## config.mk

```make
export PLATFORM = sky130hd
export DESIGN_NAME = rv_regfile
export DESIGN_NICKNAME = d
export VERILOG_FILES = /design/src/include/rv_cfg.svh /design/src/hw/rv_pkg.sv /design/src/hw/rv_regfile.sv
export SDC_FILE = /design/constraint.sdc
export NUM_CORES = 2
export LEC_CHECK = 0
export ABC_AREA = 1
export BUFFER_PORTS_ARGS = -buffer_cell sky130_fd_sc_hd__buf_2
export CAP_MARGIN = 10
export CORE_MARGIN = 8
export CORE_UTILIZATION = 50
export CTS_CLUSTER_DIAMETER = 80
export CTS_CLUSTER_SIZE = 40
export DETAILED_ROUTE_END_ITERATION = 7
export PLACE_DENSITY_LB_ADDON = 0.12
export SETUP_SLACK_MARGIN = 0.4
export SYNTH_ARGS = -nofsm -noshare
export SYNTH_HDL_FRONTEND = slang
export SYNTH_SLANG_ARGS = --single-unit
```

## constraint.sdc

```tcl
create_clock -name clk -period 47.4 [get_ports clk]
set_input_delay 2.37 -clock clk [delete_from_list [all_inputs] [get_ports clk]]
set_output_delay 2.37 -clock clk [all_outputs]
set_load 0.05 [all_outputs]
```

## src/include/rv_cfg.svh

```systemverilog
// memory size, console and halt addresses, reset pc of the rv32i core
`ifndef RV_CFG_SVH
`define RV_CFG_SVH

// 32-bit words in the unified memory
`define RV_MEM_WORDS 256

// store here to print a word on the console
`define RV_OUT_ADDR 32'd1000

// store here to stop the core
`define RV_HALT_ADDR 32'd1004

// first instruction address
`define RV_RESET_PC 32'd0

`endif

```

## src/hw/rv_pkg.sv

```systemverilog
// rv_pkg: word, opcode, funct, alu and state types, decoded instruction and memory request
`default_nettype none

package rv_pkg;

    typedef logic [31:0] word_t;
    typedef logic [4:0]  reg_idx_t;

    // major opcodes; only the first five are executed
    typedef enum logic [6:0] {
        OPC_OP      = 7'b0110011,
        OPC_OPIMM   = 7'b0010011,
        OPC_LOAD    = 7'b0000011,
        OPC_STORE   = 7'b0100011,
        OPC_BRANCH  = 7'b1100011,
        OPC_LUI     = 7'b0110111,
        OPC_AUIPC   = 7'b0010111,
        OPC_JALR    = 7'b1100111,
        OPC_MADD    = 7'b1000011,
        OPC_MSUB    = 7'b1000111,
        OPC_NMSUB   = 7'b1001011,
        OPC_NMADD   = 7'b1001111,
        OPC_LOADFP  = 7'b0000111,
        OPC_STOREFP = 7'b0100111,
        OPC_OPFP    = 7'b1010011,
        OPC_OP32    = 7'b0111011,
        OPC_OPIMM32 = 7'b0011011
    } opcode_e;

    typedef enum logic [2:0] {
        BR_BEQ  = 3'b000,
        BR_BNE  = 3'b001,
        BR_BLT  = 3'b100,
        BR_BGE  = 3'b101,
        BR_BLTU = 3'b110,
        BR_BGEU = 3'b111
    } branch_funct_e;

    // encoded as {funct7[5], funct3} of the OP group
    typedef enum logic [3:0] {
        ALU_ADD  = 4'b0000,
        ALU_SLL  = 4'b0001,
        ALU_SLT  = 4'b0010,
        ALU_SLTU = 4'b0011,
        ALU_XOR  = 4'b0100,
        ALU_SRL  = 4'b0101,
        ALU_OR   = 4'b0110,
        ALU_AND  = 4'b0111,
        ALU_SUB  = 4'b1000,
        ALU_SRA  = 4'b1101
    } alu_op_e;

    typedef enum logic [1:0] {
        ST_FETCH,
        ST_EXEC,
        ST_MEM_WAIT,
        ST_HALTED
    } ctrl_state_e;

    typedef struct packed {
        opcode_e    opcode;
        reg_idx_t   rd;
        reg_idx_t   rs1;
        reg_idx_t   rs2;
        logic [2:0] funct3;
        word_t      imm;
        alu_op_e    alu_op;
        logic       use_imm;
        logic       illegal;
    } dec_t;

    typedef struct packed {
        logic  rd_req;
        logic  wr_req;
        word_t addr;
        word_t wr_data;
    } mem_req_t;

endpackage

`default_nettype wire

```

## src/hw/rv_regfile.sv

```systemverilog
// rv_regfile: 32 x 32-bit registers, two read ports, one write port, x0 tied to zero
`default_nettype none

module rv_regfile (
    input  wire                   clk,
    input  wire                   rst,
    input  wire rv_pkg::reg_idx_t raddr1,
    input  wire rv_pkg::reg_idx_t raddr2,
    output rv_pkg::word_t         rdata1,
    output rv_pkg::word_t         rdata2,
    input  wire                   we,
    input  wire rv_pkg::reg_idx_t waddr,
    input  wire rv_pkg::word_t    wdata
);
    import rv_pkg::*;

    word_t regs [32];

    always_ff @(posedge clk or posedge rst) begin
        if (rst) begin
            for (int i = 0; i < 32; i++) begin
                regs[i] <= '0;
            end
        end else if (we && waddr != '0) begin
            regs[waddr] <= wdata;
        end
    end

    // x0 reads as zero
    assign rdata1 = (raddr1 == '0) ? '0 : regs[raddr1];
    assign rdata2 = (raddr2 == '0) ? '0 : regs[raddr2];

endmodule

`default_nettype wire

```

Yosys cells after proc, flatten, opt, wreduce, memory -nomap -nowiden
Cells that the tools add are included.

Add/subtract/negate cells: 0. Multipliers: 0. Divide/modulo/power cells: 0. $lt $le $gt $ge: 4. Equal/unequal tests: 0. Shift operators: 0. Mux-type cells: 11. Bitwise gates (word level): 3. Reductions and logical operators: 5.

Operators by type and width (number): 1024-bit bitwise mux (1); 32-bit binary-select mux with 5-bit select (2); 32-bit two-way mux (7); 32-bit demux with 5-bit select (1); 6-bit >= comparator, second input constant (3); 5-bit inverter with 6-bit output (3); 5-bit zero test (2); 6-bit by 1-bit less-than comparator with 1-bit output, second input constant (1); 5-bit nonzero test (1); 1-bit logical AND (2).

Register bits after elaboration: 1024. Latch bits: 0. RAM bits: 0. ROM bits: 0. Input port bits: 50. Output and inout port bits: 64. Word-level logic and storage cells: 55. Memories kept: 0.

Logic depth before layout (Yosys ltp)
Word-level depth: 6. Mapped depth: 13.

Worst setup path before layout
No wires, ideal clock.

Path kind: input -> output. Start: input raddr1[1]. End: output rdata1[11]. Arrival: 4187 ps. Required time: 45030 ps. Path slack: 40843 ps. Stages on the path: 9. Cells stage by stage: buf_2 -> inv_1 -> buf_2 -> clkbuf_1 -> clkbuf_1 -> a21oi_1 -> nor2_1 -> nor2_1 -> nor2_1.

Word-level cells in the longest chain between the ends: 5. Elaborated cells between the ends (all ways): 6. Those cells by class: mux: 4; bitwise: 1; reduce/logical: 1.

RTL lines: start, declared (RTL line rv_regfile.sv:7) `input wire rv_pkg::reg_idx_t raddr1,`; 5-bit inverter with 6-bit output (implied by the code) (RTL line rv_regfile.sv:30) `assign rdata1 = (raddr1 == '0) ? '0 : regs[raddr1];`; 32-bit binary-select mux with 5-bit select (RTL line rv_regfile.sv:30); 32-bit two-way mux (implied by the code) (2 in series) (RTL line rv_regfile.sv:30); 32-bit two-way mux * (RTL line rv_regfile.sv:30); end, declared (RTL line rv_regfile.sv:9) `output rv_pkg::word_t rdata1,`.

Mark *: on every way between the ends. The rest lies on a longest branch, timed or not. The select of a mux whose other input is x is not followed.

Final worst setup path
Start: input raddr2[0]. End: output rdata2[26].

Word-level cells in the longest chain between the ends: 5. Elaborated cells between the ends (all ways): 6. Those cells by class: mux: 4; bitwise: 1; reduce/logical: 1.

RTL lines: start, declared (RTL line rv_regfile.sv:8) `input wire rv_pkg::reg_idx_t raddr2,`; 5-bit inverter with 6-bit output (implied by the code) (RTL line rv_regfile.sv:31) `assign rdata2 = (raddr2 == '0) ? '0 : regs[raddr2];`; 32-bit binary-select mux with 5-bit select (RTL line rv_regfile.sv:31); 32-bit two-way mux (implied by the code) (2 in series) (RTL line rv_regfile.sv:31); 32-bit two-way mux * (RTL line rv_regfile.sv:31); end, declared (RTL line rv_regfile.sv:10) `output rv_pkg::word_t rdata2,`.

Marked as above.

==> results by stage <==
Yosys:
- The number of enable-type register cells in the synthesized netlist is 0.
- Of all flip-flops after synthesis, the portion carrying an async set or reset was 100%.
- Of the post-synthesis cell area, the dominant cell type holds 45.1%.
- The post-synthesis register bit count is 1024.
- The number of distinct standard cells referenced by the synthesized netlist is 23.
- In the synthesized netlist the dominant register cell turns out to be dfrtp_1.
- The cell area that synthesis handed to floorplanning was 0.0568 mm².
- Sequential cells were found to cover 45.1% of the synthesized design area.
- The cell with the most instances after synthesis is nand2_1.
- dfrtp_1 takes more of the synthesized area than any other cell.
- Counting every net in the synthesized netlist gives 8375.
- Yosys attributes the largest share of cell area to dfrtp_1, nand2_1, o21ai_0.
- The Yosys step of the flow raised 0 warnings.
- Sorting the synthesized cells by how often they occur yields nand2_1, o21ai_0, dfrtp_1.
- Synthesis produced a netlist whose cell count is 8325.
- Each instance of the synthesized netlist takes up on average 6.82 µm².

Drt:
- The first TritonRoute pass finished after 6 iterations.
- The detail route stage leaves a number of antenna-violating nets equal to 0.
- The number of vias per cell is 6.09.
- After detailed routing, the average wire length per cell comes to 24.4 µm.
- The wire length reported by the detailed router is 230000 µm.
- In the routed design, unresolved DRC markers number 0.
- The final route contains 57300 vias.
- The first routing iteration left 8177 violations.

Layout:
- The count of placed standard cells in the final layout, fillers left out is 9412.
- Relative to the synthesized area, the layout overhead comes to 4.85%.
- The flip-flop count of the largest register after layout is 1024.
- Counting flops per register, the top entry is regs.
- The end-of-flow core utilization is 52.9%.
- The largest registers in the layout are regs (1024).
- The layout cell share with drive strength beyond 1 is 4.47%.
- Counting the fill cells in the layout gives 11200.
- The net count reported at finish is 7909.

Clock tree:
- The clock tree from TritonCTS is yes.
- The number of buffers between clock root and the deepest sink is 3.
- Buffers inserted during clock tree synthesis total 51.
- The H-tree generated during clock tree synthesis spans 2 levels.
- The post-cts sizing count is 0.
- The buffers inserted during post-CTS setup optimization is 0.
- The clock slew at the register clock pins of the worst setup and hold paths is 0.09 ns.
- The number of hold buffers added after CTS was 0.
- The later pin in the worst-skew pair is clocked with a latency of 0.69 ns.
- The master cell of the clock root buffer is clkbuf_16.
- Counting every sink on the clock net gives 1024.

Worst setup path:
- The critical-path maximum fanout is 136.
- The signal on the critical path passes through buf_8 -> inv_8 -> buf_4 -> buf_4 -> buf_4 -> buf_4 -> nand2_1 -> nand3_1 -> nand3_1 -> nand2_1 -> nand2_1 -> nand3_1 -> nand2_1 -> nor2_1 -> buf_2.
- The startpoint kind of the worst setup timing path is an input pin.
- The endpoint kind of the worst setup timing path is an output port.
- The worst path required time is 45.03 ns.
- At the worst endpoint, the arrival time is 8.39 ns.
- The register-to-register path setup slack is 46.62 ns.
- The classification of the worst setup path is input pin to output port.
- For this design, the slowest cell found on the critical path is buf_4.
- In this design, the stage delay of the slowest critical-path cell is 0.99 ns.

Global route:
- Global routing used 35.5% of the available tracks.
- The remaining global-route overflow is 0.
- The number of antenna violations at the first check in global routing is 24.
- The pin count of the biggest net entering global routing is 194.
- The first global-routing pass estimated 343000 µm of wire.
- The via count of the first global-routing pass came to 52900.

Placed design:
- The sum of net half-perimeters after detailed placement is 123000 µm.
- The routability-driven placement congestion ratio is 0.870.
- The count of port buffers added during placement is 113.
- Once placement completed, the tool counted placed cells totaling 9306.

Timing:
- The worst hold slack is 0.413 ns.
- The worst setup skew after layout is 0 ns.
- Setup violations remaining at the end of the flow were counted as 0.
- For the pin with the worst max-slew slack, the measured transition is 1.26 ns.
- The setup total negative slack is 0 ns.
- After layout, the minimum clock period comes to 10.76 ns.
- Setup repair after global routing left no endpoint under its margin.
- The worst slew margin relative to its limit is 15.7%.
- Static timing analysis puts the maximum clock frequency at 0.0930 GHz.
- The number of hold-slack violations in the final timing report is 0.
- In the finished design, the share of the clock period the worst path needs comes to 22.7%.
- The total count of max-transition violations in the final report was 0.

Outcome:
- The run finished with clean final reports.

Pwr:
- Across the VDD grid, the largest voltage drop is 35.3 µV.
- The power density normalized to cell area is 38.7 mW/mm².
- The leakage dissipation is 28.3 nW.

Die:
- From bottom edge to top edge, the die measures 353 µm.
- The die footprint is 0.125 mm².
- The initial utilization of the core area, before any placement, comes to 50.5%.
- The die is 353 µm wide.
- The count of boundary I/O pins is 114.
- Row generation in the floorplan step produced 123 rows.
- The total core area is 0.112 mm².

Job:
- Max-cap violations in this run came to 0.

Worst hold path:
- The worst hold path belongs to the class flop to flop.
kinds of logic (layout without fill, tap and decap cells):
kind of cell | Yosys count | count (layout) | share of synthesized area, %
flip-flops | 1024 | 1024 | 45.1
buffers and inverters | 997 | 572 | 6.90
AND/OR/NAND/NOR | 4692 | 4692 | 33.4
other | 0 | 12 | 0
AO/OA/AOI/OAI | 1612 | 1612 | 14.6
where the power goes:
part	switching (mW)	total, mW	internal (mW)
registers	0.123	1.16	1.04
logic	0.344	0.513	0.169
clock network	0.380	0.628	0.249
stage by stage:
step                      cell area (µm²)  power (mW)  worst slack [ns]
final                               59500        2.30             36.64
after detailed placement            57300        1.68             36.84
after floorplan                     56800        1.52             16.21
after CTS                           59500        2.30             36.84
after global placement              57300        1.66             36.85
after global routing                59500        2.42             36.39
worst max-delay path, delay by kind of cell:
family        cells  cell delay, ns
simple gates      8            1.41
buf+inv           7            4.37
worst paths after layout:
check | startpoint | endpoint | cells after the start
worst max-delay path | raddr2[0] | rdata2[26] | 15
worst min-delay path | regs[1013]$_DFFE_PP0P_ | regs[1013]$_DFFE_PP0P_ | 0
worst max register to register | regs[686]$_DFFE_PP0P_ | regs[686]$_DFFE_PP0P_ | 2
worst min register to register | regs[1013]$_DFFE_PP0P_ | regs[1013]$_DFFE_PP0P_ | 0
max in group asynchronous | rst | regs[924]$_DFFE_PP0P_ | 6
min in group asynchronous | rst | regs[523]$_DFFE_PP0P_ | 2
layout make-up:
class	count	area, µm²	area share (%)
Antenna cell	12	30.0	0.0504
Clock buffer	53	1320	2.21
Clock inverter	41	835	1.40
Inverter	280	1100	1.84
Multi-Input combinational cell	6304	27400	46.1
Sequential cell	1024	25600	43.0
Tap cell	1500	1880	3.15
Timing Repair Buffer	198	1330	2.24
layout by cell type, fill, tap and decap left out, types with 10 or more instances in the layout:
cell type | netlist | layout
a21oi_1 | 190 | 190
buf_2 | 130 | 105
buf_4 | 3 | 82
clkbuf_16 | 0 | 52
clkinv_16 | 0 | 10
dfrtp_1 | 1024 | 1024
diode_2 | 0 | 12
inv_1 | 266 | 262
inv_16 | 0 | 11
nand2_1 | 3006 | 2983
nand2_4 | 0 | 19
nand3_1 | 981 | 980
nor2_1 | 685 | 683
o211ai_1 | 84 | 84
o21ai_0 | 1268 | 1268
o21ai_1 | 70 | 70
metal layers:
layer  up-vias  global-route usage, %  share of wire, %
met5         -                      0             0.013
met4         4                   16.1               4.9
met3       603                   6.77                12
met2      3497                   54.3                43
met1     27300                   48.9                40
li1      25900                      -                 -
No activity file was read; power rests on OpenSTA's default activity.
