[src/include/rv_cfg.svh]
// memory size, console and halt addresses, reset pc of the rv32i core
`ifndef RV_CFG_SVH
`define RV_CFG_SVH

// 32-bit words in the unified memory
`define RV_MEM_WORDS 256

// store here to print a word on the console
`define RV_OUT_ADDR 32'd1000

// store here to stop the core
`define RV_HALT_ADDR 32'd1004

// first instruction address
`define RV_RESET_PC 32'd0

`endif

[src/hw/rv_pkg.sv]
// rv_pkg: word, opcode, funct, alu and state types, decoded instruction and memory request
`default_nettype none

package rv_pkg;

    typedef logic [31:0] word_t;
    typedef logic [4:0]  reg_idx_t;

    // major opcodes; only the first five are executed
    typedef enum logic [6:0] {
        OPC_OP      = 7'b0110011,
        OPC_OPIMM   = 7'b0010011,
        OPC_LOAD    = 7'b0000011,
        OPC_STORE   = 7'b0100011,
        OPC_BRANCH  = 7'b1100011,
        OPC_LUI     = 7'b0110111,
        OPC_AUIPC   = 7'b0010111,
        OPC_JALR    = 7'b1100111,
        OPC_MADD    = 7'b1000011,
        OPC_MSUB    = 7'b1000111,
        OPC_NMSUB   = 7'b1001011,
        OPC_NMADD   = 7'b1001111,
        OPC_LOADFP  = 7'b0000111,
        OPC_STOREFP = 7'b0100111,
        OPC_OPFP    = 7'b1010011,
        OPC_OP32    = 7'b0111011,
        OPC_OPIMM32 = 7'b0011011
    } opcode_e;

    typedef enum logic [2:0] {
        BR_BEQ  = 3'b000,
        BR_BNE  = 3'b001,
        BR_BLT  = 3'b100,
        BR_BGE  = 3'b101,
        BR_BLTU = 3'b110,
        BR_BGEU = 3'b111
    } branch_funct_e;

    // encoded as {funct7[5], funct3} of the OP group
    typedef enum logic [3:0] {
        ALU_ADD  = 4'b0000,
        ALU_SLL  = 4'b0001,
        ALU_SLT  = 4'b0010,
        ALU_SLTU = 4'b0011,
        ALU_XOR  = 4'b0100,
        ALU_SRL  = 4'b0101,
        ALU_OR   = 4'b0110,
        ALU_AND  = 4'b0111,
        ALU_SUB  = 4'b1000,
        ALU_SRA  = 4'b1101
    } alu_op_e;

    typedef enum logic [1:0] {
        ST_FETCH,
        ST_EXEC,
        ST_MEM_WAIT,
        ST_HALTED
    } ctrl_state_e;

    typedef struct packed {
        opcode_e    opcode;
        reg_idx_t   rd;
        reg_idx_t   rs1;
        reg_idx_t   rs2;
        logic [2:0] funct3;
        word_t      imm;
        alu_op_e    alu_op;
        logic       use_imm;
        logic       illegal;
    } dec_t;

    typedef struct packed {
        logic  rd_req;
        logic  wr_req;
        word_t addr;
        word_t wr_data;
    } mem_req_t;

endpackage

`default_nettype wire

[src/hw/rv_ctrl.sv]
// rv_ctrl: control FSM, pc, memory request sequencing, console output and halt
`default_nettype none

`include "rv_cfg.svh"

module rv_ctrl (
    input  wire                   clk,
    input  wire                   rst,
    input  wire rv_pkg::dec_t     dec,
    input  wire rv_pkg::word_t    rs2_val,
    input  wire rv_pkg::word_t    alu_result,
    input  wire                   taken,
    input  wire                   mem_ack,
    input  wire rv_pkg::word_t    mem_rd_data,
    output rv_pkg::mem_req_t      mem_req,
    output logic                  rf_we,
    output rv_pkg::reg_idx_t      rf_waddr,
    output rv_pkg::word_t         rf_wdata,
    output logic                  out_valid,
    output rv_pkg::word_t         out_data,
    output logic                  halted,
    output rv_pkg::word_t         halt_pc
);
    import rv_pkg::*;

    ctrl_state_e state;
    word_t       pc;
    word_t       pc_next;
    word_t       req_addr;
    word_t       req_wdata;
    logic        rd_req_q;
    logic        wr_req_q;
    logic        pend_load;
    reg_idx_t    pend_rd;
    logic        exec_ack;
    logic        store_out;
    logic        store_halt;
    logic        data_access;

    assign exec_ack    = (state == ST_EXEC) && mem_ack;
    // effective address comes straight from the alu sum
    assign store_out   = (dec.opcode == OPC_STORE) && (alu_result == `RV_OUT_ADDR);
    assign store_halt  = (dec.opcode == OPC_STORE) && (alu_result == `RV_HALT_ADDR);
    assign data_access = (state == ST_EXEC) && !dec.illegal &&
                         ((dec.opcode == OPC_LOAD) ||
                          ((dec.opcode == OPC_STORE) && !store_out && !store_halt));
    assign pc_next     = ((state == ST_EXEC) && (dec.opcode == OPC_BRANCH) && taken) ?
                         pc + dec.imm : pc + 32'd4;

    always_ff @(posedge clk or posedge rst) begin
        if (rst) begin
            state     <= ST_FETCH;
            pc        <= `RV_RESET_PC;
            rd_req_q  <= 1'b0;
            wr_req_q  <= 1'b0;
            out_valid <= 1'b0;
            halted    <= 1'b0;
            pend_load <= 1'b0;
            pend_rd   <= '0;
        end else begin
            rd_req_q  <= 1'b0;
            wr_req_q  <= 1'b0;
            out_valid <= 1'b0;
            case (state)
                ST_FETCH: state <= ST_EXEC;
                ST_EXEC: begin
                    if (mem_ack) begin
                        if (dec.illegal || store_halt) begin
                            state  <= ST_HALTED;
                            halted <= 1'b1;
                        end else if (data_access) begin
                            rd_req_q  <= (dec.opcode == OPC_LOAD);
                            wr_req_q  <= (dec.opcode == OPC_STORE);
                            pend_load <= (dec.opcode == OPC_LOAD);
                            pend_rd   <= dec.rd;
                            state     <= ST_MEM_WAIT;
                        end else begin
                            // alu op, branch or console store
                            out_valid <= store_out;
                            pc        <= pc_next;
                            rd_req_q  <= 1'b1;
                        end
                    end
                end
                ST_MEM_WAIT: begin
                    if (mem_ack) begin
                        pc        <= pc_next;
                        rd_req_q  <= 1'b1;
                        pend_load <= 1'b0;
                        state     <= ST_EXEC;
                    end
                end
                default: state <= ST_HALTED;
            endcase
        end
    end

    // request address and data, captured with the ack that triggers them
    always_ff @(posedge clk) begin
        if (mem_ack) begin
            req_addr  <= data_access ? alu_result : pc_next;
            req_wdata <= rs2_val;
        end
        if (exec_ack && store_out) begin
            out_data <= rs2_val;
        end
    end

    // first fetch comes straight from the fetch state
    always_comb begin
        mem_req.rd_req  = rd_req_q || (state == ST_FETCH);
        mem_req.wr_req  = wr_req_q;
        mem_req.addr    = (state == ST_FETCH) ? pc : req_addr;
        mem_req.wr_data = req_wdata;
    end

    always_comb begin
        rf_we    = 1'b0;
        rf_waddr = dec.rd;
        rf_wdata = alu_result;
        if (exec_ack && !dec.illegal &&
            (dec.opcode == OPC_OP || dec.opcode == OPC_OPIMM)) begin
            rf_we = 1'b1;
        end else if ((state == ST_MEM_WAIT) && mem_ack && pend_load) begin
            rf_we    = 1'b1;
            rf_waddr = pend_rd;
            rf_wdata = mem_rd_data;
        end
    end

    // pc stops on the halting instruction
    assign halt_pc = pc;

    a_req_exclusive: assert property (@(posedge clk) disable iff (rst)
        !(mem_req.rd_req && mem_req.wr_req));

    a_no_req_halted: assert property (@(posedge clk) disable iff (rst)
        halted |-> !(mem_req.rd_req || mem_req.wr_req));

endmodule

`default_nettype wire

[config.mk]
export PLATFORM = sky130hd
export DESIGN_NAME = rv_ctrl
export DESIGN_NICKNAME = d
export VERILOG_FILES = /design/src/hw/rv_pkg.sv /design/src/hw/rv_ctrl.sv
export VERILOG_INCLUDE_DIRS = /design/src /design/src/include
export SDC_FILE = /design/constraint.sdc
export NUM_CORES = 1
export LEC_CHECK = 0
export BUFFER_PORTS_ARGS = -buffer_cell sky130_fd_sc_hd__buf_2
export CAP_MARGIN = 20
export CELL_PAD_IN_SITES_DETAIL_PLACEMENT = 1
export CELL_PAD_IN_SITES_GLOBAL_PLACEMENT = 1
export CORE_ASPECT_RATIO = 1.5
export CORE_MARGIN = 2
export CORE_UTILIZATION = 38
export DETAILED_ROUTE_END_ITERATION = 6
export GPL_TIMING_DRIVEN = 0
export HOLD_SLACK_MARGIN = 0.02
export PLACE_DENSITY_LB_ADDON = 0.1
export SYNTH_ARGS = -nofsm -noshare
export SYNTH_HDL_FRONTEND = slang
export SYNTH_SLANG_ARGS = --single-unit
[constraint.sdc]
create_clock -name clk -period 3.9 [get_ports clk]
set_input_delay 0.39 -clock clk [delete_from_list [all_inputs] [get_ports clk]]
set_output_delay 0.39 -clock clk [all_outputs]
set_load 0.005 [all_outputs]
# ---- Yosys cells after proc, flatten, opt, wreduce, memory -nomap -nowiden
# Cells that the tools add are included.
dict set report totals {
  register_bits 140
  input_bits 163
}
dict set report op_classes {
  addsub 2
  n_eq_ne 15
  mux 37
  bitwise_logic 1
  n_reduce_logical 28
}
# op count
set ops {}
lappend ops {{two-way mux 32 bit} 9}
lappend ops {{equality test 32 x 10 -> 1 bit, second input constant} 2}
lappend ops {{case mux 32 bit (2 select lines)} 1}
lappend ops {{adder 32 x 3 -> 32 bit, second input constant} 1}
lappend ops {{adder 32 bit} 1}
lappend ops {{two-way mux 1 bit} 18}
lappend ops {{equality test 7 x 6 -> 1 bit, second input constant} 2}
lappend ops {{logical AND 1 bit} 14}
lappend ops {{two-way mux 5 bit} 2}
lappend ops {{!= test 2 bit, second input constant} 5}
lappend ops {{AND reduction 5 bit} 2}
lappend ops {{two-way mux 2 bit} 4}
lappend ops {{equality test 7 x 2 -> 1 bit, second input constant} 1}
lappend ops {{equality test 7 x 5 -> 1 bit, second input constant} 1}
lappend ops {{equality test 7 bit, second input constant} 1}
lappend ops {{case mux 2 bit (3 select lines)} 1}
lappend ops {{AND reduction 3 bit} 2}
lappend ops {{logical OR 1 bit} 4}
lappend ops {{case mux 1 bit (2 select lines)} 2}
lappend ops {{AND reduction 4 bit} 1}
lappend ops {{zero test 1 bit} 3}
lappend ops {{!= test 3 x 2 -> 1 bit, second input constant} 1}
lappend ops {{equality test 2 x 1 -> 1 bit, second input constant} 1}
lappend ops {{equality test 2 bit, second input constant} 1}
lappend ops {{other kinds (3)} 3}

# ---- Logic depth before layout (Yosys ltp)
dict set report depth {
  depth_word 11
  ltp_mapped 12
  depth_no_buf 11
}

# ---- Least setup slack after synthesis
# Ideal clock, no wire load.
dict set report synth_timing {
  path_type {input-to-reg}
  startpoint {in dec[58] (netlist name)}
  endpoint {reg out_data[0], enable pin}
  setup_ps 463
  t_arrival_ps 3407
  path_slack_ps 31
  path_stages 5
  path_buffers 0
  cell_sequence {nand4bb_1 or3_1 nor2_1 nand2_1 nor3_1}
}
dict set report synth_between {
  elab_chain_len 3
}
# item line
set synth_lines {}
lappend synth_lines {{start, declared} rv_ctrl.sv:9} ;# input wire rv_pkg::dec_t dec,
lappend synth_lines {{equality test 7 x 6 -> 1 bit} rv_ctrl.sv:42} ;# assign store_out = (dec.opcode == OPC_STORE) && (alu_result == `RV_OUT_ADDR);
lappend synth_lines {{logical AND 1 bit} rv_ctrl.sv:42}
lappend synth_lines {{logical AND 1 bit} rv_ctrl.sv:104} ;# if (exec_ack && store_out) begin
lappend synth_lines {{end signal, assigned} rv_ctrl.sv:105} ;# out_data <= rs2_val;
lappend synth_lines {{end, declared} rv_ctrl.sv:20} ;# output rv_pkg::word_t out_data,
# No other way between the ends.
# A chain may end at the register's enable or synchronous reset.

# ---- Worst setup path after layout
dict set report layout_timing {
  startpoint {reg state[1]}
  endpoint {out rf_wdata[14]}
}
dict set report layout_between {
  elab_chain_len 5
  elab_cells_between_ends 9
  classes_between {eq/ne: 2; mux: 2; reduce/logical: 5}
}
# item line
set layout_lines {}
lappend layout_lines {{start, declared} rv_ctrl.sv:26} ;# ctrl_state_e state;
lappend layout_lines {{start signal, assigned} rv_ctrl.sv:52} ;# state <= ST_FETCH;
lappend layout_lines {{start signal, assigned} rv_ctrl.sv:65} ;# ST_FETCH: state <= ST_EXEC;
lappend layout_lines {{start signal, assigned} rv_ctrl.sv:69} ;# state <= ST_HALTED;
lappend layout_lines {{equality test 2 bit or equality test 2 x 1 -> 1 bit (tied branches)} {rv_ctrl.sv:124, rv_ctrl.sv:40}}
lappend layout_lines {{logical AND 1 bit (on tied branches)} {rv_ctrl.sv:124, rv_ctrl.sv:40}}
lappend layout_lines {{logical AND 1 bit (on tied branches)} {rv_ctrl.sv:124, rv_ctrl.sv:121}}
lappend layout_lines {{two-way mux 32 bit or logical AND 1 bit (tied branches)} {rv_ctrl.sv:124, rv_ctrl.sv:121}}
lappend layout_lines {{two-way mux 32 bit (*)} rv_ctrl.sv:121} ;# if (exec_ack && !dec.illegal &&
lappend layout_lines {{end, declared} rv_ctrl.sv:18} ;# output rv_pkg::word_t rf_wdata,
# Every way passes the cells marked *; elsewhere a longest branch is shown, timed or not.

==> results.md <==
* Worst-Margin Slew at 0.940 ns
* Pleak at between 5 and 6 nW
* Netlist cell types at 66
* Sequential share of power at 35.1%
* Part of the power in combinational logic at 37.5%
* Cell area power density at roughly 500 nW/um^2
* Placement Cell Area at 10,800 um^2
* Cells after synthesis at between 800 and 900
* DP Cell Count at 1,427
* Fraction of the cycle the final worst path needs at about 94%
* Run status: finished clean
* Total Power at about 5.8 mW
* Antenna violations before repair at 1
* Area grow syn2layout at 29.3%
* Die height at between 150 and 200 um
* Core footprint at 22,900 um^2
* Nets at between 1,000 and 1,500
* Post-synthesis mux area share at 14.9%
* Total area of sequential cells at about 4000 um^2
* Clock sink count at 140
* TNS Setup at 0 ns
* Clk pwr share at between 20% and 30%
* Syn nets at just over 1,000
* Fill cell count at ~2,700
* CP Launch Type: flop
* Starting Density at a little under two fifths
* WL per Instance at around 22 um
* Multi-input gate area in the final layout at 4530 um^2
* Min-delay worst type: input pin to flop
* Simple-gate share of the synthesized area at between 10 and 15%
* Final WL at approximately 32,000 um
* RSZ-0062 raised after global routing: false
* Kind of critical path: flop to output pin
* Largest net degree at the start of global routing at 35
* Syn avg cell area at 10.6 um^2
* Gr ovfl total at 0
* Required @ worst endpoint at about 3.5 ns
* Post-synth EDFFs at 96
* Site Rows at 68
* Worst setup EP type: output pin
* Share of cells above drive strength 1 at just over 40%
* H-Tree Depth at 4
* Synthesized-area fraction occupied by adder cells at 5.36%
* Main synth FF type: edfxtp_1
* Clock latency on the worst-skew pair at approximately 0.44 ns
* Initial DRT Pass Iterations at 4
* Post-detail-place hpwl at between 20,000 and 25,000 um
* First-pass GRT wire length at ~47,000 um
* Register area share after synthesis at between 40% and 50%
* IO buf count at about 310
* Min Hold Slack at roughly 0.14 ns
* Clock Skew at 0.0171 ns
* TritonCTS clock tree: built
* Switching power at approximately 2.1 mW
* Clock-pin slew on the worst setup and hold paths at 0.06 ns
* Die ar. at ~24,000 um^2
* Synth area leaders: edfxtp_1 33%, mux2_2 13%, dfrtp_1 13%, ha_1 5.1%, a21oi_1 3.1%
* Die Span X at ~130 um
* FFs w/ async S/R, synth at between 30% and 40%
* R2r endpoint: req_addr[16]
* Synth Cell Area at 8780 um^2
* Synth cell count leaders: 103 x mux2_2, 96 x edfxtp_1, 68 x nand2_1, 62 x nor2_1, 55 x a21oi_1
* Yosys top cell by area: edfxtp_1
* Final setup fails at 0
* Max-slew violations at 0
* Net Sw Frac at a little over a third
* DRC at 0
* Worst ir drop on vdd at 0.000329 V
* Flop-to-flop setup slack at about 0.47 ns
* YS warnings at 0
* Hold Violations, Final at 0
* Reg-to-reg critical path startpoint: state[1]
* Max_slew headroom at between 30% and 40%
* Count leader, synth: mux2_2
* CTS max path bufs at 2
* Post-synth top area share at 32.8%
* Cell area after layout at 11,400 um^2
* I/O pin count at about 330
* Post-synthesis xor/xnor area fraction at approximately 4.8%
* Postcts setup bufs at 0
* Vias per cell at between 5 and 6
* Hold wc startpoint: rs2_val[27]
* Final Wtd Congestion at between 0.9 and 1
* Crit path max fanout at 10
* GRT Total Usage at between 20% and 30%
* TritonCTS buffer count at 17
* Hold path endpoint: req_wdata[27]
* Root Buffer: clkbuf_16
* Largest family of logic cells by synthesized area: multiplexers
* Antenna Nets Post-Route at 0
* F_max at ~270 MHz
* Vias at around 8,000
* Synthesized flop and latch total at 140
* Hold path cells at 1
* CP arrival at approximately 3.3 ns
* Reg2reg path depth at 10
* Compound-Gate Fraction of Synth Area at between 10% and 20%
* 1st-iter DRT viols at 395
* Vias in the first global route at between 8,000 and 9,000
* Max-capacitance violation count at 0
* Cell internal pwr at 3.69 mW
* Fin cells at between 1,000 and 1,500
* Min Tclk post-route at 3.68 ns
metrics by stage:
stage	util [%]	setup slack, ns
floorplan	-	0.0306
detailed placement	47.1	-0.0355
finish	49.6	0.217
global route	49.6	0.0287
CTS	49.6	0.186
global placement	46.8	-2.45
how the worst max path moves through the flow:
stage / start / end / slack (ns) / cells after the start
6_report: state[1] / rf_wdata[14] / 0.22 / 9
5_1_grt: state[1] / rf_wdata[14] / 0.03 / 9
4_1_cts: state[1] / rf_wdata[14] / 0.19 / 9
3_5_place_dp: mem_ack / rf_wdata[14] / -0.04 / 9
3_3_place_gp: mem_ack / out_data[30] / -2.45 / 4
2_1_floorplan: dec[58] / out_data[0] / 0.03 / 5
flip-flops by register name, indices dropped and copies added (netlist names):
name       count
rd_req_q       1
out_data      32
halt_pc       32
req_addr      32
halted         1
out_valid      1
pend_load      1
pend_rd        5
state          2
req_wdata     32
wr_req_q       1
what timing repair did:
item / CTS / global route
endpoints found under the setup margin: 30 / 0
endpoints found under the hold margin: 16 / 0
gates resized for setup: 1 / 0
hold buffers: 1 / 0
critical path, cell delays in order, from the launching register on:
cell      delay, ns
dfrtp_1        0.41
inv_1          0.09
ha_1           0.14
clkbuf_1       0.28
nand2_1        0.16
or4_1          0.54
nand2b_2       0.29
buf_2          0.39
mux2_2         0.42
buf_2          0.14
cells in the final DEF (no fill, tap or decap), types with 5 or more instances in the layout:
cell type  count
clkinv_2       6
mux2i_1        6
a21o_1        12
buf_2        327
a211oi_1       6
a21oi_1       55
nand2b_1       7
xor2_1        20
nand2_1       68
o211ai_1       7
clkbuf_1      21
nand3_1       18
and3_1         8
nor3_1        21
xnor2_1       28
o21ai_1        8
o21a_1         8
o31ai_1        9
o21ai_0       33
nor2b_1        5
mux2_1         8
clkbuf_16     17
nand4_1       12
inv_1         28
nor4_1         5
nor2_1        62
mux2_2       103
edfxtp_1      96
ha_1          36
a31oi_1        8
dfrtp_1       44
kinds of logic (layout without fill, tap and decap cells):
family / Yosys count / count (layout)
DFF: 140 / 140
other: 0 / 1
buffers and inverters: 66 / 416
and+or+nand+nor: 238 / 238
AOI/OAI and AO/OA: 182 / 182
adders and majority gates: 37 / 37
xor gates and xnor gates: 48 / 48
muxes: 117 / 117
layer usage:
| metal | up-vias | part of all wire [%] | GRT usage (%) |
|---|---|---|---|
| li1 | 3758 | - | - |
| met1 | 3907 | 37 | 27.9 |
| met2 | 295 | 54 | 48.9 |
| met3 | 58 | 6.4 | 5.82 |
| met4 | 0 | 2.9 | 10.1 |
| met5 | - | 0 | 0 |
power by group through the flow:
stage / Sequential (mW) / Combinational (mW) / Clock, mW
floorplan: 1.99 / 1.36 / 0
global placement: 2.05 / 2.12 / 0
detailed placement: 2.05 / 2.17 / 0
CTS: 2.02 / 2.18 / 1.62
global route: 2.05 / 2.39 / 1.67
finish: 2.02 / 2.17 / 1.58
cell type report:
cell class	instances	area share (%)
Multi-Input combinational cell	622	39.9
Sequential cell	140	35.1
Timing Repair Buffer	320	14.6
Clock buffer	18	3.78
Tap cell	280	3.09
Buffer	36	1.41
Clock inverter	13	1.12
Inverter	29	0.959
Antenna cell	1	0.0220
Power figures use the tool's default switching activity.
