### src/include/rv_cfg.svh
// memory size, console and halt addresses, reset pc of the rv32i core
`ifndef RV_CFG_SVH
`define RV_CFG_SVH

// 32-bit words in the unified memory
`define RV_MEM_WORDS 256

// store here to print a word on the console
`define RV_OUT_ADDR 32'd1000

// store here to stop the core
`define RV_HALT_ADDR 32'd1004

// first instruction address
`define RV_RESET_PC 32'd0

`endif

### src/hw/rv_pkg.sv
// rv_pkg: word, opcode, funct, alu and state types, decoded instruction and memory request
`default_nettype none

package rv_pkg;

    typedef logic [31:0] word_t;
    typedef logic [4:0]  reg_idx_t;

    // major opcodes; only the first five are executed
    typedef enum logic [6:0] {
        OPC_OP      = 7'b0110011,
        OPC_OPIMM   = 7'b0010011,
        OPC_LOAD    = 7'b0000011,
        OPC_STORE   = 7'b0100011,
        OPC_BRANCH  = 7'b1100011,
        OPC_LUI     = 7'b0110111,
        OPC_AUIPC   = 7'b0010111,
        OPC_JALR    = 7'b1100111,
        OPC_MADD    = 7'b1000011,
        OPC_MSUB    = 7'b1000111,
        OPC_NMSUB   = 7'b1001011,
        OPC_NMADD   = 7'b1001111,
        OPC_LOADFP  = 7'b0000111,
        OPC_STOREFP = 7'b0100111,
        OPC_OPFP    = 7'b1010011,
        OPC_OP32    = 7'b0111011,
        OPC_OPIMM32 = 7'b0011011
    } opcode_e;

    typedef enum logic [2:0] {
        BR_BEQ  = 3'b000,
        BR_BNE  = 3'b001,
        BR_BLT  = 3'b100,
        BR_BGE  = 3'b101,
        BR_BLTU = 3'b110,
        BR_BGEU = 3'b111
    } branch_funct_e;

    // encoded as {funct7[5], funct3} of the OP group
    typedef enum logic [3:0] {
        ALU_ADD  = 4'b0000,
        ALU_SLL  = 4'b0001,
        ALU_SLT  = 4'b0010,
        ALU_SLTU = 4'b0011,
        ALU_XOR  = 4'b0100,
        ALU_SRL  = 4'b0101,
        ALU_OR   = 4'b0110,
        ALU_AND  = 4'b0111,
        ALU_SUB  = 4'b1000,
        ALU_SRA  = 4'b1101
    } alu_op_e;

    typedef enum logic [1:0] {
        ST_FETCH,
        ST_EXEC,
        ST_MEM_WAIT,
        ST_HALTED
    } ctrl_state_e;

    typedef struct packed {
        opcode_e    opcode;
        reg_idx_t   rd;
        reg_idx_t   rs1;
        reg_idx_t   rs2;
        logic [2:0] funct3;
        word_t      imm;
        alu_op_e    alu_op;
        logic       use_imm;
        logic       illegal;
    } dec_t;

    typedef struct packed {
        logic  rd_req;
        logic  wr_req;
        word_t addr;
        word_t wr_data;
    } mem_req_t;

endpackage

`default_nettype wire

### src/hw/rv_decode.sv
// rv_decode: instruction fields, immediates, alu operation and illegal flag
`default_nettype none

module rv_decode (
    input  wire rv_pkg::word_t instr,
    output rv_pkg::dec_t       dec
);
    import rv_pkg::*;

    logic [2:0] funct3;
    logic [6:0] funct7;
    word_t      i_imm;
    word_t      s_imm;
    word_t      b_imm;

    assign funct3 = instr[14:12];
    assign funct7 = instr[31:25];
    assign i_imm  = {{20{instr[31]}}, instr[31:20]};
    assign s_imm  = {{20{instr[31]}}, instr[31:25], instr[11:7]};
    // branch offset already carries the implicit zero bit
    assign b_imm  = {{19{instr[31]}}, instr[31], instr[7], instr[30:25], instr[11:8], 1'b0};

    always_comb begin
        dec.opcode  = opcode_e'(instr[6:0]);
        dec.rd      = instr[11:7];
        dec.rs1     = instr[19:15];
        dec.rs2     = instr[24:20];
        dec.funct3  = funct3;
        dec.imm     = i_imm;
        dec.alu_op  = ALU_ADD;
        dec.use_imm = 1'b0;
        dec.illegal = 1'b0;
        case (opcode_e'(instr[6:0]))
            OPC_OP: begin
                dec.alu_op = alu_op_e'({funct7[5], funct3});
                if (funct7 == 7'b0100000) begin
                    // only sub and sra have the alternate form
                    dec.illegal = !(funct3 == 3'b000 || funct3 == 3'b101);
                end else if (funct7 != 7'b0000000) begin
                    dec.illegal = 1'b1;
                end
            end
            OPC_OPIMM: begin
                dec.alu_op  = alu_op_e'({1'b0, funct3});
                dec.use_imm = 1'b1;
                // shift immediates not supported
                dec.illegal = (funct3 == 3'b001 || funct3 == 3'b101);
            end
            OPC_LOAD: begin
                dec.use_imm = 1'b1;
                dec.illegal = (funct3 != 3'b010);
            end
            OPC_STORE: begin
                dec.imm     = s_imm;
                dec.use_imm = 1'b1;
                dec.illegal = (funct3 != 3'b010);
            end
            OPC_BRANCH: begin
                dec.imm     = b_imm;
                dec.illegal = (funct3 == 3'b010 || funct3 == 3'b011);
            end
            default: dec.illegal = 1'b1;
        endcase
    end

endmodule

`default_nettype wire

### config.mk
export PLATFORM = sky130hd
export DESIGN_NAME = rv_decode
export DESIGN_NICKNAME = d
export VERILOG_FILES = /design/src/include/rv_cfg.svh /design/src/hw/rv_pkg.sv /design/src/hw/rv_decode.sv
export SDC_FILE = /design/constraint.sdc
export NUM_CORES = 1
export LEC_CHECK = 0
export BUFFER_PORTS_ARGS = -buffer_cell sky130_fd_sc_hd__buf_2
export CAP_MARGIN = 30
export CELL_PAD_IN_SITES_DETAIL_PLACEMENT = 1
export CELL_PAD_IN_SITES_GLOBAL_PLACEMENT = 1
export CORE_MARGIN = 3
export CORE_UTILIZATION = 20
export DETAILED_ROUTE_END_ITERATION = 16
export PLACE_DENSITY_LB_ADDON = 0.12
export SYNTH_ARGS = -nofsm -noshare
export SYNTH_HDL_FRONTEND = slang
export SYNTH_SLANG_ARGS = --single-unit
### constraint.sdc
create_clock -name vclk -period 3.7
set_clock_uncertainty 0.15 [all_clocks]
set_input_delay 0.74 -clock vclk [all_inputs]
set_output_delay 0.74 -clock vclk [all_outputs]
set_load 0.02 [all_outputs]
=== Word level (Yosys, flattened, before mapping) ===
Index checks and enable logic that the tools add are counted.

* Word-level logic and storage cells: 25
* Output and inout bits: 63
* Bits in registers: 0

* Equal/unequal tests: 11
* Multiplexer cells: 6
* Reduce and logical (&&, ||, !) cells: 8

{| class="wikitable"
|+ Operator list
! kind !! number
|-
| $pmux 12 s2 || 1
|-
| $eq 7x6->1 const B || 3
|-
| $pmux 4 s2 || 1
|-
| $eq 7x2->1 const B || 1
|-
| $eq 7x5->1 const B || 1
|-
| $eq 7x7->1 const B || 1
|-
| $reduce_bool 7->1 || 1
|-
| $eq 3x2->1 const B || 2
|-
| $pmux 1 s4 || 1
|-
| $eq 3x1->1 const B || 1
|-
| $eq 3x3->1 const B || 1
|-
| $logic_not 3->1 || 1
|-
| $logic_or 1x1->1 || 3
|-
| $mux 1 || 3
|-
| $ne 3x2->1 const B || 1
|-
| $reduce_or 3->1 || 1
|-
| $reduce_or 2->1 || 1
|-
| $logic_not 1->1 || 1
|}

=== Longest topological paths before layout ===
Gate-level depths: netlist of the first run.

* Depth after elaboration: 5
* Depth in mapped cells: 4
* Mapped depth without buffers: 4

=== Worst setup path after synthesis of the first run ===
OpenSTA, ideal clock, no wires.

* Path type: input port to output port
* Start: in instr[6]
* End: out dec[1] (netlist bit)
* Data required time: 2.810 ns
* Arrival time: 1.854 ns
* Setup slack: 0.956 ns
* Stages: 2
* Cells stage by stage: nor4_1 a21boi_0

{| class="wikitable"
|+ RTL lines
! what !! line !! source
|-
| start: declaration || rv_decode.sv:5 || <nowiki>input wire rv_pkg::word_t instr,</nowiki>
|-
| end: declaration || rv_decode.sv:6 || <nowiki>output rv_pkg::dec_t dec</nowiki>
|}

==> impl_results.md, run 1 <==
* Largest cells by area after synthesis: buf_4 60%, mux2_2 8.8%, nor2b_1 3.9%
* Vias per inst at 3.79
* Synth top cells by count: 51 x buf_4, 5 x mux2_2, 4 x nor2b_1
* FF/Latch Area at 0 µm²
* RSZ-0062 raised after global routing: false
* FP Rows at 19
* Rel. slew slack at 0.705
* DRC errors left at 0
* Drt wl/cell at 11.7 µm
* Layout area overhead at 16.0%
* Worst hold path endpoint: dec[47]
* Post-synthesis sequential area ratio at 0
* Least-Margin Pin Slew at 440 ps
* Clock buffer cells at 0
* Starting DRT DRC Count at 2
* Total of warnings raised by yosys at 0
* Max Clk Rate at 347 MHz
* Routed Antenna Nets at 0
* Mux cell area share after synthesis at 0.111
* Synth Net Count at 111
* Hold Path Cell Cnt at 0
* Final setup fails at 0
* First-pass GRT wire length at 2.88 mm
* All-Layer GR Usage at 0.0836
* Critical Path AT at 1990 ps
* PortBufs at 85
* N_diodes at 0
* Final min period at 2880 ps
* Overflow after GRT at 0
* Flip-flop and latch count at 0
* Top-count cell post-synth: buf_4
* Setup Buffers After CTS at 0
* Slew Viols, Final at 0
* Hold crit path type: in2out
* Starting Density at 0.222
* Startpoint of the worst hold path: instr[16]
* Critical path launch point type: input port
* Core area at 2900 µm²
* I/O pin cnt at 95
* Share of post-route cells with drive strength above 1 at 0.860
* Post-DP HPWL at 1.69 mm
* Status: complete, no violations
* Synth Area in Compound Gates at 0.0642
* Drt first pass iters at 3
* Area leader, netlist: buf_4
* Post-synthesis simple-gate area fraction at 0.230
* Mapped Cells at 79
* CP required at 2810 ps
* Die ar. at 3930 µm²
* Die width at 62.7 µm
* Crit. End Element: primary output
* Total Wirelength at 1.82 mm
* Post-CTS Hold Fix Bufs at 0
* GPL Wtd Cong at 0.596
* Adder-cell share of the synthesized area at 0
* CP Max Fanout at 10
* PwrDens at 144 nW/µm²
* Max-Cap Viols at 0
* Syn avg cell area at 8.14 µm²
* Pin count of the biggest net entering global routing at 23
* Max VDD drop at 26.8 µV
* Largest family of logic cells by synthesized area: buffers and inverters
* Setup Crit Path Kind: in2out
* Netlist cell types at 19
* Xor and xnor area share after synthesis at 0
* Initial antenna violation count at 0
* Final Hold Vio Count at 0
* Share of the synthesized area in the top cell type at 0.595
* Total power at 107 µW
* Vias in the first global route at 634
* Die height at 62.7 µm
* Final period util at 0.778
* Setup TNS at 0 ps
* DR vias at 591
* P_leak at 0.442 nW
* Synth Cell Area at 643 µm²
* Layout net count at 148
* Post_cts resized at 0
## power by group
group	internal [mW]	total, mW	switching, mW
Clock	0	0	0
Combinational	0.0390	0.107	0.0684
Sequential	0	0	0
## critical path, cell delays in order
cell	delay, ps
buf_2	150
nand2b_4	160
nor4_4	330
nand2_2	140
mux2_4	310
buf_2	160
## cells in the final DEF (no fill, tap or decap), types with 2 or more instances in the layout
cell type	Yosys	final
nor3b_1	2	2
buf_2	0	85
and3_1	3	3
mux2_2	5	5
nor2b_1	4	4
## per-layer routing
layer,share of wire,GRT usage,up-vias
met5,0,0,-
met1,0.33,0.0833,264
met3,0.13,0.0306,0
met4,0,0,0
li1,-,-,288
met2,0.54,0.172,39
## stage by stage
| stage | util | setup slack (ps) | std cells | cell area (µm²) | hold slack (ps) |
|---|---|---|---|---|---|
| 2_1_floorplan | - | 956 | 79 | 643 | 1440 |
| 3_3_place_gp | 0.257 | 787 | 156 | 746 | 1330 |
| 3_5_place_dp | 0.257 | 777 | 156 | 746 | 1330 |
| 4_1_cts | 0.257 | 779 | 156 | 746 | 1330 |
| 5_1_grt | 0.257 | 703 | 156 | 746 | 1330 |
| 6_report | 0.257 | 822 | 156 | 746 | 1330 |
## final cells by class
type,instances,area (µm²)
tap,42,52.6
fill,386,2150
multi-input combinational,28,260
timing repair buffer,86,433
## worst max-delay path by stage
stage,depth (start not counted),endpoint,slack [ps],start
6_report,6,dec[17],820,instr[4]
5_1_grt,6,dec[17],700,instr[4]
4_1_cts,6,dec[17],780,instr[4]
3_5_place_dp,6,dec[17],780,instr[4]
3_3_place_gp,6,dec[0],790,instr[31]
2_1_floorplan,2,dec[1],960,instr[6]
## cell families (layout without fill, tap and decap cells)
family                 Yosys count  in the layout
buffers and inverters           51             86
multiplexers                     6              6
AO/OA/AOI/OAI                    4              4
AND/OR/NAND/NOR                 18             18
Note: power is estimated with default switching activity, not from simulation.
==> run 2, diff against run 1 <==
--- a/config.mk
+++ b/config.mk
@@ -10,7 +10,7 @@
 export CELL_PAD_IN_SITES_DETAIL_PLACEMENT = 1
 export CELL_PAD_IN_SITES_GLOBAL_PLACEMENT = 1
 export CORE_MARGIN = 3
-export CORE_UTILIZATION = 20
+export CORE_UTILIZATION = 18
 export DETAILED_ROUTE_END_ITERATION = 16
 export PLACE_DENSITY_LB_ADDON = 0.12
 export SYNTH_ARGS = -nofsm -noshare
==> constraint.sdc (replaced) <==
create_clock -name vclk -period 2.9
set_clock_uncertainty 0.15 [all_clocks]
set_input_delay 0.58 -clock vclk [all_inputs]
set_output_delay 0.58 -clock vclk [all_outputs]
set_load 0.02 [all_outputs]
==> run 2 against run 1 <==
  * Routed wire length fell by 0.82%
  * Combinational power increased by 28%
  * Count of clock-buffer cells in the layout unchanged
  * Power grew 27%
  * Final cell count is 2.6% higher
  * Worst hold slack lost 320 ps
  * Die area is 10% higher
  * Global-route usage down 0.69 points
  * Highest routed layer unchanged
  * Via count increased by 3.9%
  * First-iteration DRC count grew to 3.0 times the previous value
==> impl_results.md, run 2 (synthesized netlist as in run 1, its figures left out) <==
* GPL Wtd Cong at 0.642 (+7.8%)
* Max VDD drop at 40.0 µV (+49%)
* Post-DP HPWL at 1.61 mm (-5.3%)
* Worst path max stage delay at 500 ps (+170 ps)
* CP Max Fanout at 22 (+12)
* First-pass GRT wire length at 2.77 mm (-3.9%)
* Layout net count at 148 (unchanged)
* DR vias at 614 (+3.9%)
* Setup Crit Path Kind: in2out
* Layout area overhead at 16.7%
* Commonest non-fill, non-tap cell in the layout: buf_2
* Overflow after GRT at 0 (unchanged)
* Layout Utilization at 0.221 (-0.0356)
* Max-Cap Viols at 0 (unchanged)
* Die width at 65.8 µm (+4.9%)
* Hold WS at 1010 ps (-320 ps)
* Seq pwr share at 0 (unchanged)
* Total power at 137 µW (+27%)
* RSZ-0062 raised after global routing: false
* Rel. slew slack at 0.690 (-0.0146)
* Critical path launch point type: input port
* Switching pwr at 86.9 µW (+27%)
* P_leak at 0.442 nW (unchanged)
* Core area at 3390 µm² (+17%)
* Initial antenna violation count at 0 (unchanged)
* Final period util at 0.889
* Total Wirelength at 1.81 mm (-0.82%)
* Setup TNS at 0 ps (unchanged)
* Max Clk Rate at 388 MHz
* PortBufs at 85 (unchanged)
* Most frequent cells in the layout: 85 x buf_2, 5 x mux2_2, 4 x nor2b_1
* Comb pwr share at 1.000 (about the same)
* FP Rows at 21 (+2)
* Clock buffer cells at 0 (unchanged)
* Clock network power share at 0 (unchanged)
* Post-CTS Hold Fix Bufs at 0 (unchanged)
* Vias in the first global route at 579 (-8.7%)
* Routed Antenna Nets at 0 (unchanged)
* FF/Latch Area at 0 µm² (unchanged)
* Starting DRT DRC Count at 6 (+4)
* Status: complete, no violations
* Share of post-route cells with drive strength above 1 at 0.860 (unchanged)
* Least-Margin Pin Slew at 462 ps (+21.8 ps)
* Worst-path cell with the longest stage delay: or4b_1
* Most common cell on crit path: buf_2
* Switching Share at 0.636 (-0.000902)
* Final min period at 2580 ps
* N_diodes at 0 (unchanged)
* Critical Path AT at 1850 ps (-140 ps)
* Post_cts resized at 0 (unchanged)
* PwrDens at 182 nW/µm² (+26%)
* Drt first pass iters at 3 (unchanged)
* Die height at 65.8 µm (+4.9%)
* Vias per inst at 3.84 (+1.3%)
* Die ar. at 4330 µm² (+10%)
* Flip-flop and latch count at 0 (unchanged)
* Crit. End Element: primary output
* DRC errors left at 0 (unchanged)
* Setup Buffers After CTS at 0 (unchanged)
* Worst-path cell chain: buf_2 -> or4b_1 -> nor4_2 -> a211o_1 -> a2bb2oi_2 -> buf_2
* Final Hold Vio Count at 0 (unchanged)
* All-Layer GR Usage at 0.0767 (-0.00694)
* Final setup fails at 0 (unchanged)
* P_int at 49.7 µW (+27%)
* I/O pin cnt at 95 (unchanged)
* Placed Instances at 160 (+2.6%)
* CP required at 2170 ps (-640 ps)
* Slew Viols, Final at 0 (unchanged)
* Starting Density at 0.190 (-0.0320)
* Pin count of the biggest net entering global routing at 23 (unchanged)
* Number of non-filler instances in the completed layout at 160 (+2.6%)
* Drt wl/cell at 11.3 µm (-3.3%)
* Hold crit path type: in2out
run 2: worst paths after layout:
check,startpoint,endpoint,slack (ps),depth (start not counted)
hold / removal,instr[17],dec[48],1010,0
setup / recovery,instr[31],dec[0],320,6
run 2: routing by layer:
layer  global-route usage  part of all wire  vias to the layer above
met5                    0                 0                        -
met4                    0                 0                        0
met3               0.0102              0.14                        0
met2                0.141              0.50                       51
met1               0.0996              0.36                      274
li1                     -                 -                      289
run 2: power groups by stage:
stage	combinational, mW	clock, mW	sequential [mW]
detailed placement	0.139	0	0
CTS	0.139	0	0
floorplan	0.126	0	0
finish	0.137	0	0
global placement	0.139	0	0
global route	0.148	0	0
run 2: final cells by class:
type | instances | area [µm²]
multi-input cells | 28 | 260
fillers | 438 | 2640
well taps | 46 | 57.6
repair buffers | 86 | 433
run 2: through the flow:
stage,setup slack [ps],area (µm²)
final,321,751
after global routing,209,751
after CTS,281,751
after detailed placement,279,751
after global placement,273,751
after floorplan,476,643
run 2: worst max-delay path, delay by kind of cell:
family	cells	cell delay [ps]
and+or+nand+nor	2	690
buffers and inverters	2	340
AOI/OAI and AO/OA	2	230
==> run 3, diff against run 2 <==
--- a/config.mk
+++ b/config.mk
@@ -9,7 +9,7 @@
 export CAP_MARGIN = 30
 export CELL_PAD_IN_SITES_DETAIL_PLACEMENT = 1
 export CELL_PAD_IN_SITES_GLOBAL_PLACEMENT = 1
-export CORE_MARGIN = 3
+export CORE_MARGIN = 2
 export CORE_UTILIZATION = 18
 export DETAILED_ROUTE_END_ITERATION = 16
 export PLACE_DENSITY_LB_ADDON = 0.12
==> run 3 against run 2 <==
  * Power up 0.50%
  * Sequential cell count unchanged
  * Critical endpoint is now dec[17]
  * Worst setup slack better by 23 ps
  * Combinational power about the same
  * Count of clock-buffer cells in the layout unchanged
  * Critical path depth unchanged
  * Largest power group unchanged
  * Maximum frequency up 0.90%
  * Sequential share of layout area unchanged
==> impl_results.md, run 3 (synthesized netlist as in run 1, its figures left out) <==
* Drt wl/cell at 10.4 µm (-7.6%)
* Number of non-filler instances in the completed layout at 161 (+0.63%)
* I/O pin cnt at 95 (unchanged)
* Rel. slew slack at 0.704 (+0.0143)
* Final Hold Vio Count at 0 (unchanged)
* DRC errors left at 0 (unchanged)
* FP Rows at 21 (unchanged)
* All-Layer GR Usage at 0.0717 (-0.00496)
* Final min period at 2560 ps (-23.0 ps)
* Setup TNS at 0 ps (unchanged)
* Vias per inst at 3.84 (+0.19%)
* Post-DP HPWL at 1.52 mm (-5.4%)
* First-pass GRT wire length at 2.52 mm (-9.0%)
* Overflow after GRT at 0 (unchanged)
* FF/Latch Area at 0 µm² (unchanged)
* Setup Buffers After CTS at 0 (unchanged)
* Max-Cap Viols at 0 (unchanged)
* Most frequent cells in the layout: 85 x buf_2, 5 x mux2_2, 4 x nor2b_1
* Routed Antenna Nets at 0 (unchanged)
* PwrDens at 181 nW/µm² (-0.49%)
* Final setup fails at 0 (unchanged)
* Commonest non-fill, non-tap cell in the layout: buf_2
* PortBufs at 85 (unchanged)
* Critical Path AT at 1830 ps (-20 ps)
* Total Wirelength at 1.68 mm (-7.0%)
* Layout net count at 149 (+0.68%)
* Die ar. at 4070 µm² (-6.0%)
* Share of post-route cells with drive strength above 1 at 0.861 (+0.00122)
* Max VDD drop at 36.6 µV (-8.7%)
* Critical path launch point type: input port
* DR vias at 619 (+0.81%)
* Final period util at 0.881 (-0.00793)
* Post-CTS Hold Fix Bufs at 0 (unchanged)
* Setup Crit Path Kind: in2out
* GPL Wtd Cong at 0.589 (-8.3%)
* Layout Utilization at 0.224 (+0.00222)
* Pin count of the biggest net entering global routing at 22 (-4.3%)
* N_diodes at 0 (unchanged)
* P_leak at 0.447 nW (+1.1%)
* Post_cts resized at 0 (unchanged)
* Cell area after layout at 758 µm² (+1.0%)
* Status: complete, no violations
* Placed Instances at 161 (+0.63%)
* CP required at 2170 ps (about the same)
* Flip-flop and latch count at 0 (unchanged)
* Core area at 3390 µm² (unchanged)
* DP Area at 758 µm² (+1.0%)
* CP Max Fanout at 10 (-55%)
* RSZ-0062 raised after global routing: false
* Hold crit path type: in2out
* Slew Viols, Final at 0 (unchanged)
* Initial antenna violation count at 0 (unchanged)
* Least-Margin Pin Slew at 440 ps (-21.3 ps)
* Starting Density at 0.190 (unchanged)
* Crit. End Element: primary output
* Vias in the first global route at 567 (-2.1%)
* Die width at 63.8 µm (-3.0%)
* Layout area overhead at 17.9%
* Die height at 63.8 µm (-3.0%)
* Max Clk Rate at 391 MHz (+0.90%)
* Clock buffer cells at 0 (unchanged)
* Starting DRT DRC Count at 9 (+3)
* Drt first pass iters at 2 (-1)
[run 3: power by group]
| group | internal (mW) | switching, mW |
|---|---|---|
| registers | 0 | 0 |
| clock network | 0 | 0 |
| logic | 0.0507 | 0.0865 |
| total | 0.0507 | 0.0865 |
[run 3: stage by stage]
stage | hold WS, ps | power, mW | setup slack, ps
CTS | 1010 | 0.140 | 302
global placement | 1010 | 0.140 | 324
floorplan | 1120 | 0.126 | 476
detailed placement | 1010 | 0.139 | 308
global route | 1010 | 0.147 | 251
finish | 1010 | 0.137 | 344
[run 3: final timing paths]
check / from / to / slack (ps) / cells past startpoint
worst max-delay path: instr[4] / dec[17] / 340 / 6
worst min-delay path: instr[17] / dec[48] / 1010 / 0
[run 3: worst max-delay path, cell delays in order]
cell	delay, ps
buf_2	150
nand2b_4	160
nor4_4	330
nand2_2	140
mux2_4	310
buf_2	160
[run 3: per-layer routing]
| metal | up-vias | global-route usage | routed length [µm] |
|---|---|---|---|
| met5 | - | 0 | 0 |
| met1 | 277 | 0.0908 | 629 |
| met3 | 2 | 0.00528 | 201 |
| met4 | 0 | 0.00272 | 4 |
| met2 | 48 | 0.138 | 843 |
| li1 | 292 | - | - |
[run 3: final cells by class]
| type | instances | area (µm²) |
|---|---|---|
| Tap cell | 46 | 57.6 |
| Fill cell | 439 | 2630 |
| Timing Repair Buffer | 87 | 440 |
| Multi-Input combinational cell | 28 | 260 |
